[src/dispatch_pkg.sv]
//////////////////////////////////////////////////////////////////////
// widths, depths and packed layouts shared by the dispatch stage
// count types are sized for the depths below; change them together
// rs_type codes other than rs_type_int take a ROB slot only
//////////////////////////////////////////////////////////////////////
package dispatch_pkg;

    localparam int dispatch_rate = 2;   // uops per rename group
    localparam int rob_depth     = 16;
    localparam int rs_int_depth  = 8;
    localparam int prf_depth     = 32;

    //////////////////////////////////////////////////////////////////////
    // vector types

    typedef logic [$clog2(prf_depth)-1:0]    preg_t;     // physical register number
    typedef logic [$clog2(rob_depth)-1:0]    rob_idx_t;
    typedef logic [$clog2(rob_depth):0]      rob_cnt_t;  // 0 to rob_depth
    typedef logic [$clog2(rs_int_depth):0]   rs_cnt_t;   // 0 to rs_int_depth
    typedef logic [$clog2(rs_int_depth)-1:0] rs_idx_t;
    typedef logic [$clog2(dispatch_rate):0]  slot_cnt_t; // 0 to dispatch_rate
    typedef logic [31:0]                     pc_t;
    typedef logic [11:0]                     imm_t;
    typedef logic [1:0]                      rs_type_t;

    // the only station kept in this stage
    localparam rs_type_t rs_type_int = 2'd0;

    //////////////////////////////////////////////////////////////////////
    // packed structs

    // renamed uop as delivered by rename
    typedef struct packed {
        logic     valid;
        rs_type_t rs_type;
        pc_t      pc;
        logic     reg_we;   // writes prd
        preg_t    prd;
        logic     is_rs1;   // prs1 is a real source
        preg_t    prs1;
        logic     is_rs2;
        preg_t    prs2;
        imm_t     imm;
    } uop_t;

    // integer station entry
    typedef struct packed {
        pc_t      pc;
        rob_idx_t rob_idx;
        logic     reg_we;
        preg_t    prd;
        preg_t    prs1;
        logic     prs1_rdy;
        preg_t    prs2;
        logic     prs2_rdy;
        imm_t     imm;
    } rs_entry_t;

    // one result broadcast from execution
    typedef struct packed {
        logic  valid;
        preg_t preg;
    } wakeup_t;

endpackage

[src/dispatch_gate.sv]
//////////////////////////////////////////////////////////////////////
// all-or-nothing dispatch decision for one rename group
// purely combinational; a flush blocks writes but not the stall
//////////////////////////////////////////////////////////////////////
`timescale 1ns/1ps

module dispatch_gate import dispatch_pkg::*; (
    input  uop_t                          uops [dispatch_rate],
    input  logic      [dispatch_rate-1:0] rename_valid,
    input  logic                          flush,
    input  rs_cnt_t                       rs_free,
    input  rob_cnt_t                      rob_free,
    input  rob_idx_t  [dispatch_rate-1:0] rob_slot_idx,
    input  logic      [dispatch_rate-1:0][1:0] src_busy,  // [slot][prs2, prs1]
    output logic      [dispatch_rate-1:0] rs_wr_valid,
    output rs_entry_t [dispatch_rate-1:0] rs_wr_entry,
    output slot_cnt_t                     rob_alloc_cnt,
    output logic      [dispatch_rate-1:0] rob_alloc_mask,
    output logic      [dispatch_rate-1:0] set_busy_we,
    output logic                          rename_stall_request
);

    logic [dispatch_rate-1:0] live;     // slot carries a real uop
    logic [dispatch_rate-1:0] is_int;   // live and bound for the int station
    slot_cnt_t                uop_cnt;
    slot_cnt_t                int_cnt;
    logic                     rs_check;
    logic                     rob_check;
    logic                     free_check;
    logic                     dispatch_ok;

    //////////////////////////////////////////////////////////////////////
    // classify and count

    for (genvar g = 0; g < dispatch_rate; g++) begin : g_classify
        assign live[g]   = rename_valid[g] & uops[g].valid;
        assign is_int[g] = live[g] & (uops[g].rs_type == rs_type_int);
    end

    always_comb begin
        uop_cnt = '0;
        int_cnt = '0;
        for (int i = 0; i < dispatch_rate; i++) begin
            if (live[i]) begin
                uop_cnt = uop_cnt + 1'b1;
            end
            if (is_int[i]) begin
                int_cnt = int_cnt + 1'b1;
            end
        end
    end

    //////////////////////////////////////////////////////////////////////
    // free space checks

    assign rs_check  = rs_cnt_t'(int_cnt) <= rs_free;
    assign rob_check = rob_cnt_t'(uop_cnt) < rob_free;  // keep one ROB slot spare
    assign free_check = rs_check & rob_check;

    assign rename_stall_request = ~free_check;
    assign dispatch_ok          = free_check & ~flush;

    assign rob_alloc_cnt = dispatch_ok ? uop_cnt : '0;

    //////////////////////////////////////////////////////////////////////
    // per-slot writes and station entries

    for (genvar g = 0; g < dispatch_rate; g++) begin : g_entry
        assign rob_alloc_mask[g] = live[g] & dispatch_ok;
        assign rs_wr_valid[g]    = is_int[g] & dispatch_ok;
        assign set_busy_we[g]    = uops[g].reg_we & rob_alloc_mask[g];

        assign rs_wr_entry[g].pc       = uops[g].pc;
        assign rs_wr_entry[g].rob_idx  = rob_slot_idx[g];
        assign rs_wr_entry[g].reg_we   = uops[g].reg_we;
        assign rs_wr_entry[g].prd      = uops[g].prd;
        assign rs_wr_entry[g].prs1     = uops[g].prs1;
        assign rs_wr_entry[g].prs1_rdy = ~(uops[g].is_rs1 & src_busy[g][0]);
        assign rs_wr_entry[g].prs2     = uops[g].prs2;
        assign rs_wr_entry[g].prs2_rdy = ~(uops[g].is_rs2 & src_busy[g][1]);
        assign rs_wr_entry[g].imm      = uops[g].imm;
    end

endmodule

[src/rob_counter.sv]
//////////////////////////////////////////////////////////////////////
// ROB tail and occupancy only, no entry storage
// retire_cnt must not exceed the current occupancy
//////////////////////////////////////////////////////////////////////
`timescale 1ns/1ps

module rob_counter import dispatch_pkg::*; (
    input  logic                         clk,
    input  logic                         arst_n,
    input  logic                         flush,
    input  slot_cnt_t                    alloc_cnt,
    input  logic     [dispatch_rate-1:0] alloc_mask,
    input  slot_cnt_t                    retire_cnt,
    output rob_idx_t [dispatch_rate-1:0] slot_idx,
    output rob_cnt_t                     free_entries,
    output rob_cnt_t                     used_entries
);

    rob_idx_t tail_q;
    rob_cnt_t used_q;

    // each slot gets the tail plus the allocations below it
    always_comb begin
        rob_idx_t offset;
        offset = '0;
        for (int i = 0; i < dispatch_rate; i++) begin
            slot_idx[i] = tail_q + offset;   // wraps with the ROB
            if (alloc_mask[i]) begin
                offset = offset + 1'b1;
            end
        end
    end

    always_ff @(posedge clk or negedge arst_n) begin
        if (!arst_n) begin
            tail_q <= '0;
            used_q <= '0;
        end else if (flush) begin
            tail_q <= '0;
            used_q <= '0;
        end else begin
            tail_q <= tail_q + rob_idx_t'(alloc_cnt);
            used_q <= used_q + rob_cnt_t'(alloc_cnt) - rob_cnt_t'(retire_cnt);
        end
    end

    assign used_entries = used_q;
    assign free_entries = rob_cnt_t'(rob_depth) - used_q;

endmodule

[src/busy_table.sv]
//////////////////////////////////////////////////////////////////////
// one busy bit per physical register
// reads bypass the wakeup of the same cycle; a set beats a wakeup
//////////////////////////////////////////////////////////////////////
`timescale 1ns/1ps

module busy_table import dispatch_pkg::*; (
    input  logic                         clk,
    input  logic                         arst_n,
    input  logic                         flush,
    input  logic  [dispatch_rate-1:0]    set_we,
    input  preg_t [dispatch_rate-1:0]    set_preg,
    input  wakeup_t                      wakeup,
    input  preg_t [2*dispatch_rate-1:0]  rd_preg,
    output logic  [2*dispatch_rate-1:0]  rd_busy
);

    logic [prf_depth-1:0] busy_q;

    always_ff @(posedge clk or negedge arst_n) begin
        if (!arst_n) begin
            busy_q <= '0;
        end else if (flush) begin
            busy_q <= '0;
        end else begin
            if (wakeup.valid) begin
                busy_q[wakeup.preg] <= 1'b0;
            end
            // later assignment wins, so a new producer stays busy
            for (int i = 0; i < dispatch_rate; i++) begin
                if (set_we[i]) begin
                    busy_q[set_preg[i]] <= 1'b1;
                end
            end
        end
    end

    //////////////////////////////////////////////////////////////////////
    // read ports with wakeup bypass

    for (genvar g = 0; g < 2*dispatch_rate; g++) begin : g_read
        logic woken;
        assign woken      = wakeup.valid & (wakeup.preg == rd_preg[g]);
        assign rd_busy[g] = busy_q[rd_preg[g]] & ~woken;
    end

endmodule

[src/int_rs.sv]
//////////////////////////////////////////////////////////////////////
// eight-entry integer station, one issue request at a time
// a request is held until issued, even if an older entry gets ready
// writes assume free_entries was checked, extra writes are dropped
//////////////////////////////////////////////////////////////////////
`timescale 1ns/1ps

module int_rs import dispatch_pkg::*; (
    input  logic                          clk,
    input  logic                          arst_n,
    input  logic                          flush,
    input  logic      [dispatch_rate-1:0] wr_valid,
    input  rs_entry_t [dispatch_rate-1:0] wr_entry,
    input  wakeup_t                       wakeup,
    input  logic                          issued,
    output rs_cnt_t                       free_entries,
    output logic                          issue_req_valid,
    output rs_entry_t                     issue_req_entry
);

    rs_entry_t [rs_int_depth-1:0]                    entry_q;
    logic      [rs_int_depth-1:0]                    vld_q;
    logic                                            hold_q;      // request pending
    rs_idx_t                                         hold_idx_q;
    logic      [dispatch_rate-1:0][rs_int_depth-1:0] grant;       // one-hot slot per write
    logic      [rs_int_depth-1:0]                    wr_mask;
    logic      [rs_int_depth-1:0]                    rdy;
    logic      [rs_int_depth-1:0]                    issue_clr;
    rs_idx_t                                         sel_idx;

    //////////////////////////////////////////////////////////////////////
    // free slot allocation, lowest free first

    always_comb begin
        logic [rs_int_depth-1:0] avail;
        avail   = ~vld_q;
        wr_mask = '0;
        for (int i = 0; i < dispatch_rate; i++) begin
            grant[i] = avail & (~avail + 1'b1);   // lowest set bit
            if (wr_valid[i]) begin
                wr_mask = wr_mask | grant[i];
                avail   = avail & ~grant[i];
            end
        end
    end

    always_comb begin
        free_entries = '0;
        for (int j = 0; j < rs_int_depth; j++) begin
            if (!vld_q[j]) begin
                free_entries = free_entries + 1'b1;
            end
        end
    end

    //////////////////////////////////////////////////////////////////////
    // oldest-ready select, lowest index wins

    for (genvar g = 0; g < rs_int_depth; g++) begin : g_rdy
        assign rdy[g] = vld_q[g] & entry_q[g].prs1_rdy & entry_q[g].prs2_rdy;
    end

    always_comb begin
        sel_idx         = '0;
        issue_req_valid = 1'b0;
        for (int j = rs_int_depth - 1; j >= 0; j--) begin
            if (rdy[j]) begin
                sel_idx         = rs_idx_t'(j);
                issue_req_valid = 1'b1;
            end
        end
        if (hold_q) begin
            sel_idx         = hold_idx_q;  // keep the pending request stable
            issue_req_valid = 1'b1;
        end
    end

    assign issue_req_entry = entry_q[sel_idx];

    always_comb begin
        issue_clr = '0;
        if (issue_req_valid && issued) begin
            issue_clr[sel_idx] = 1'b1;
        end
    end

    //////////////////////////////////////////////////////////////////////
    // entry payload and wakeup match

    always_ff @(posedge clk) begin
        for (int j = 0; j < rs_int_depth; j++) begin
            if (wakeup.valid && entry_q[j].prs1 == wakeup.preg) begin
                entry_q[j].prs1_rdy <= 1'b1;
            end
            if (wakeup.valid && entry_q[j].prs2 == wakeup.preg) begin
                entry_q[j].prs2_rdy <= 1'b1;
            end
            for (int i = 0; i < dispatch_rate; i++) begin
                if (wr_valid[i] && grant[i][j]) begin
                    entry_q[j] <= wr_entry[i];   // already sees this cycle's wakeup
                end
            end
        end
    end

    //////////////////////////////////////////////////////////////////////
    // valid bits and request hold

    always_ff @(posedge clk or negedge arst_n) begin
        if (!arst_n) begin
            vld_q      <= '0;
            hold_q     <= 1'b0;
            hold_idx_q <= '0;
        end else if (flush) begin
            vld_q      <= '0;
            hold_q     <= 1'b0;
            hold_idx_q <= '0;
        end else begin
            vld_q      <= (vld_q | wr_mask) & ~issue_clr;
            hold_q     <= issue_req_valid & ~issued;
            hold_idx_q <= sel_idx;
        end
    end

endmodule

[src/dispatch_top.sv]
//////////////////////////////////////////////////////////////////////
// integer dispatch path: gate, ROB counter, busy table, int station
// intra-group dependences are not detected, rename must avoid them
// the ROB only counts occupancy, no uop data is kept
//////////////////////////////////////////////////////////////////////
`timescale 1ns/1ps

module dispatch_top import dispatch_pkg::*; (
    input  logic                     clk,
    input  logic                     arst_n,
    input  logic                     flush,
    input  uop_t                     uops [dispatch_rate],
    input  logic [dispatch_rate-1:0] rename_valid,
    input  wakeup_t                  wakeup,
    input  logic                     issued,
    input  slot_cnt_t                retire_cnt,
    output logic                     issue_req_valid,
    output rs_entry_t                issue_req_entry,
    output rob_cnt_t                 rob_used_entries,
    output logic                     rename_stall_request
);

    rs_cnt_t                          rs_free;
    rob_cnt_t                         rob_free;
    rob_idx_t  [dispatch_rate-1:0]    rob_slot_idx;
    slot_cnt_t                        rob_alloc_cnt;
    logic      [dispatch_rate-1:0]    rob_alloc_mask;
    logic      [dispatch_rate-1:0]    rs_wr_valid;
    rs_entry_t [dispatch_rate-1:0]    rs_wr_entry;
    logic      [dispatch_rate-1:0]    set_busy_we;
    preg_t     [dispatch_rate-1:0]    set_busy_preg;
    preg_t     [2*dispatch_rate-1:0]  src_preg;   // prs1, prs2 of each slot
    logic      [2*dispatch_rate-1:0]  src_busy;

    // busy table ports follow slot order
    for (genvar g = 0; g < dispatch_rate; g++) begin : g_slot_wires
        assign set_busy_preg[g]  = uops[g].prd;
        assign src_preg[2*g]     = uops[g].prs1;
        assign src_preg[2*g + 1] = uops[g].prs2;
    end

    dispatch_gate dispatch_gate_i (
        .uops                (uops),
        .rename_valid        (rename_valid),
        .flush               (flush),
        .rs_free             (rs_free),
        .rob_free            (rob_free),
        .rob_slot_idx        (rob_slot_idx),
        .src_busy            (src_busy),
        .rs_wr_valid         (rs_wr_valid),
        .rs_wr_entry         (rs_wr_entry),
        .rob_alloc_cnt       (rob_alloc_cnt),
        .rob_alloc_mask      (rob_alloc_mask),
        .set_busy_we         (set_busy_we),
        .rename_stall_request(rename_stall_request)
    );

    rob_counter rob_counter_i (
        .clk         (clk),
        .arst_n      (arst_n),
        .flush       (flush),
        .alloc_cnt   (rob_alloc_cnt),
        .alloc_mask  (rob_alloc_mask),
        .retire_cnt  (retire_cnt),
        .slot_idx    (rob_slot_idx),
        .free_entries(rob_free),
        .used_entries(rob_used_entries)
    );

    busy_table busy_table_i (
        .clk     (clk),
        .arst_n  (arst_n),
        .flush   (flush),
        .set_we  (set_busy_we),
        .set_preg(set_busy_preg),
        .wakeup  (wakeup),
        .rd_preg (src_preg),
        .rd_busy (src_busy)
    );

    int_rs int_rs_i (
        .clk            (clk),
        .arst_n         (arst_n),
        .flush          (flush),
        .wr_valid       (rs_wr_valid),
        .wr_entry       (rs_wr_entry),
        .wakeup         (wakeup),
        .issued         (issued),
        .free_entries   (rs_free),
        .issue_req_valid(issue_req_valid),
        .issue_req_entry(issue_req_entry)
    );

endmodule

[config.mk]
export PLATFORM = sky130hd
export DESIGN_NAME = dispatch_top
export DESIGN_NICKNAME = d
export VERILOG_FILES = /design/src/dispatch_pkg.sv /design/src/dispatch_gate.sv /design/src/rob_counter.sv /design/src/busy_table.sv /design/src/int_rs.sv /design/src/dispatch_top.sv
export SDC_FILE = /design/constraint.sdc
export NUM_CORES = 1
export LEC_CHECK = 0
export BUFFER_PORTS_ARGS = -buffer_cell sky130_fd_sc_hd__buf_2
export CAP_MARGIN = 20
export CELL_PAD_IN_SITES_DETAIL_PLACEMENT = 0
export CELL_PAD_IN_SITES_GLOBAL_PLACEMENT = 1
export CORE_MARGIN = 2
export CORE_UTILIZATION = 53
export DETAILED_ROUTE_END_ITERATION = 16
export HOLD_SLACK_MARGIN = 0.15
export PLACE_DENSITY_LB_ADDON = 0.25
export SYNTH_ARGS = -nofsm -noshare
export SYNTH_HDL_FRONTEND = slang
export SYNTH_SLANG_ARGS = --single-unit
[constraint.sdc]
create_clock -name clk -period 17.6 [get_ports clk]
set_input_delay 0.88 -clock clk [delete_from_list [all_inputs] [get_ports clk]]
set_output_delay 0.88 -clock clk [all_outputs]
set_load 0.05 [all_outputs]
==> flow_metrics.py <==
metrics = {
    "outcome": {
        "status": "finished, final reports clean",
    },
    "place": {
        "dpl_cell_area_um2": 33800,
        "place_congestion": 0.864,
        "io_buffers": 216,
        "dpl.hpwl_um": 58500,
    },
    "power_and_ir_drop": {
        "leakagePower_nw": 12.6,
        "p_per_area_nw_per_um2": 88.9,
        "vdd_drop_max_uv": 60.3,
    },
    "cells_and_area": {
        "final_nets": 3268,
        "fillers": 5168,
        "drive_gt1_share_pct": 14.5,
        "diodes": 0,
        "finalInstanceArea_um2": 35800,
        "syn_to_final_growth_pct": 8.78,
    },
    "routing": {
        "wire_per_inst_um": 26.5,
        "drt_iter0_drc": 2661,
        "wirelength_um": 104000,
        "antenna_left": 0,
        "viasPerCell": 6.71,
        "firstDrtPassIters": 6,
        "drcViolationCount": 0,
        "via_count": 26400,
    },
    "critical_path": {
        "r2r_cells": 27,
        "critPathLaunchType": "flip-flop",
        "slowest_stage": "buf_4",
        "cp_max_fo": 65,
        "critPathCaptureType": "flip-flop",
        "r2r-end": "int_rs_i.entry_q[276]",
        "crit_top_cell": "ha_1",
        "reg2reg_from": "int_rs_i.vld_q[0]",
        "crit_family": "adder cells",
        "path_class": "reg2reg",
        "ff2ff_setup_slack_ns": 9.86,
        "cpPeakStageDelay_ns": 0.78,
        "cp.arrival_ns": 8.06,
        "required_ns": 17.93,
        "crit_buf_inv": 4,
    },
    "cts": {
        "cts_tree": "built",
        "clk_latency_ns": 0.61,
        "post_cts_resized": 0,
        "cts_buffers": 66,
        "cts_root_buf": "clkbuf_16",
        "clk_pin_slew_worst_paths_ns": 0.06,
        "clkSinkCount": 581,
        "hold_buffers": 0,
        "clockBufferDepth": 3,
        "h-tree-depth": 3,
        "postCtsSetupRepairBufs": 0,
    },
    "global_route": {
        "grt_usage_pct": 32.4,
        "grt_max_degree": 99,
        "gr-total-overflow": 0,
        "grt_pass1_wl_um": 159000,
        "antenna_found_initial": 1,
        "grt_pass1_vias": 26400,
    },
    "sta": {
        "rsz0062_at_grt": "no",
        "relSlewSlack_pct": 20.1,
        "setup_viol": 0,
        "worst_clock_skew_ns": 0.0242,
        "drv_slew": 0,
        "hold_viol": 0,
        "finalSetupTns_ns": 0,
        "period_share_pct": 44.0,
        "tightest_slew_ns": 1.20,
        "fin_crit_ns": 7.74,
        "max_freq_mhz": 129,
    },
    "synthesis": {
        "yosys_warnings": 0,
        "synth_edf_count": 528,
        "synth.area.top_cells": "edfxtp_1 48%, a22o_1 13%, nand2_1 7.8%, nand3_1 5.8%, dfrtp_1 4.0%",
        "synthTopCellsByCount": "681 x nand2_1, 528 x edfxtp_1, 497 x a22o_1, 378 x nand3_1, 192 x clkbuf_1",
        "yosys.cell_types.count": 71,
        "yosysMostFrequentCell": "nand2_1",
        "synth_top_cell_by_area": "edfxtp_1",
        "syn_avg_cell_area_um2": 10.4,
        "synth_top_area_share_pct": 48.2,
        "syn_nets": 3331,
        "async_reset_ff_share_pct": 9.12,
        "synth_ff_type": "edfxtp_1",
        "synth-seq-cells": 581,
        "ys_seq_area_share_pct": 52.2,
        "syn_inst": 3158,
        "post_synth_instance_area_um2": 32900,
    },
    "worst_hold_path": {
        "holdCritPathClass": "in2async",
    },
    "die": {
        "die_x_um": 253,
        "fp.coreArea_um2": 61500,
        "dieArea_um2": 64100,
        "io-pin-count": 217,
        "chipHeight_um": 253,
        "rows": 91,
        "start_util_pct": 53.5,
    },
    "run": {
        "cap_viol_max_count": 0,
    },
}
[metal layers]
metal  global-route usage [%]  vias up  part of all wire (%)
met5                        0        -                     0
met1                     44.4    13100                    40
met2                     52.2     1571                    47
met3                     4.90      220                   9.7
met4                     12.5        0                   3.2
li1                         -    11500                     -
[registers in the layout (all words and copies together) (netlist names)]
| name | flops |
|---|---|
| int_rs_i.entry_q | 528 |
| busy_table_i.busy_q | 32 |
| int_rs_i.vld_q | 8 |
| rob_counter_i.used_entries | 5 |
| rob_counter_i.tail_q | 4 |
| int_rs_i.hold_idx_q | 3 |
| int_rs_i.hold_q | 1 |
[how the worst max path moves through the flow]
| stage | endpoint | cells after the start | start |
|---|---|---|---|
| after CTS | int_rs_i.entry_q[276] | 27 | int_rs_i.vld_q[0] |
| after global placement | int_rs_i.entry_q[276] | 28 | int_rs_i.vld_q[0] |
| final | int_rs_i.entry_q[276] | 27 | int_rs_i.vld_q[0] |
| after floorplan | int_rs_i.entry_q[330] | 27 | int_rs_i.vld_q[0] |
| after detailed placement | int_rs_i.entry_q[276] | 28 | int_rs_i.vld_q[0] |
| after global routing | int_rs_i.entry_q[276] | 28 | int_rs_i.vld_q[0] |
[cell usage in the layout, fill, tap and decap left out, drive strengths merged, types with 4 or more instances in the layout]
cell type and n:
buf 259, and3 4, a2111oi 6, inv 31, nor3 15, a21o 6
or3 9, dfrtp 53, nand3b 8, ha 26, xor2 69, mux2i 5
clkinv 28, nor3b 5, a21oi 24, nor2 47, a22o 497, a31o 7
edfxtp 528, xnor2 53, nor2b 14, nand2b 10, nand3 378, nor4 21
a31oi 37, and2 9, mux4 40, clkbuf 86, a211oi 5, nand4 5
o21ai 122, a22oi 19, nand2 681
[power by group]
part / internal, mW / switching [mW] / total [mW]
combinational: 0.108 / 0.239 / 0.347
clock: 0.739 / 0.585 / 1.32
sequential: 1.50 / 0.0114 / 1.51
total: 2.35 / 0.835 / 3.18
[per-stage QoR]
step	std cells	total power [mW]	util [%]	worst slack [ns]	hold slack (ns)
floorplan	3158	1.78	-	10.51	0.561
global placement	3816	1.87	54.9	10.02	0.595
detailed placement	3817	1.88	54.9	9.93	0.616
CTS	3936	3.19	58.2	9.87	0.455
global route	3936	3.27	58.2	9.40	0.496
finish	3936	3.18	58.2	9.86	0.449
[final cells by class]
class	instances	area, µm²	share of cell area (%)
Clock inverter	33	239	0.668
Timing Repair Buffer	259	1420	3.98
Clock buffer	86	1790	5.00
Inverter	30	118	0.329
Tap cell	790	988	2.76
Multi-Input combinational cell	2157	14000	39.3
Sequential cell	581	17200	48.0
[cell families after synthesis]
logic type,Yosys count,synth area share (%)
XOR/XNOR,124,3.67
AND/OR/NAND/NOR,1219,16.4
buffers and inverters,420,5.50
AO/OA/AOI/OAI,738,18.0
multiplexers,46,2.92
flip-flops,581,52.2
adder cells (fa/ha/maj),30,1.20
No activity file was read; power rests on OpenSTA's default activity.
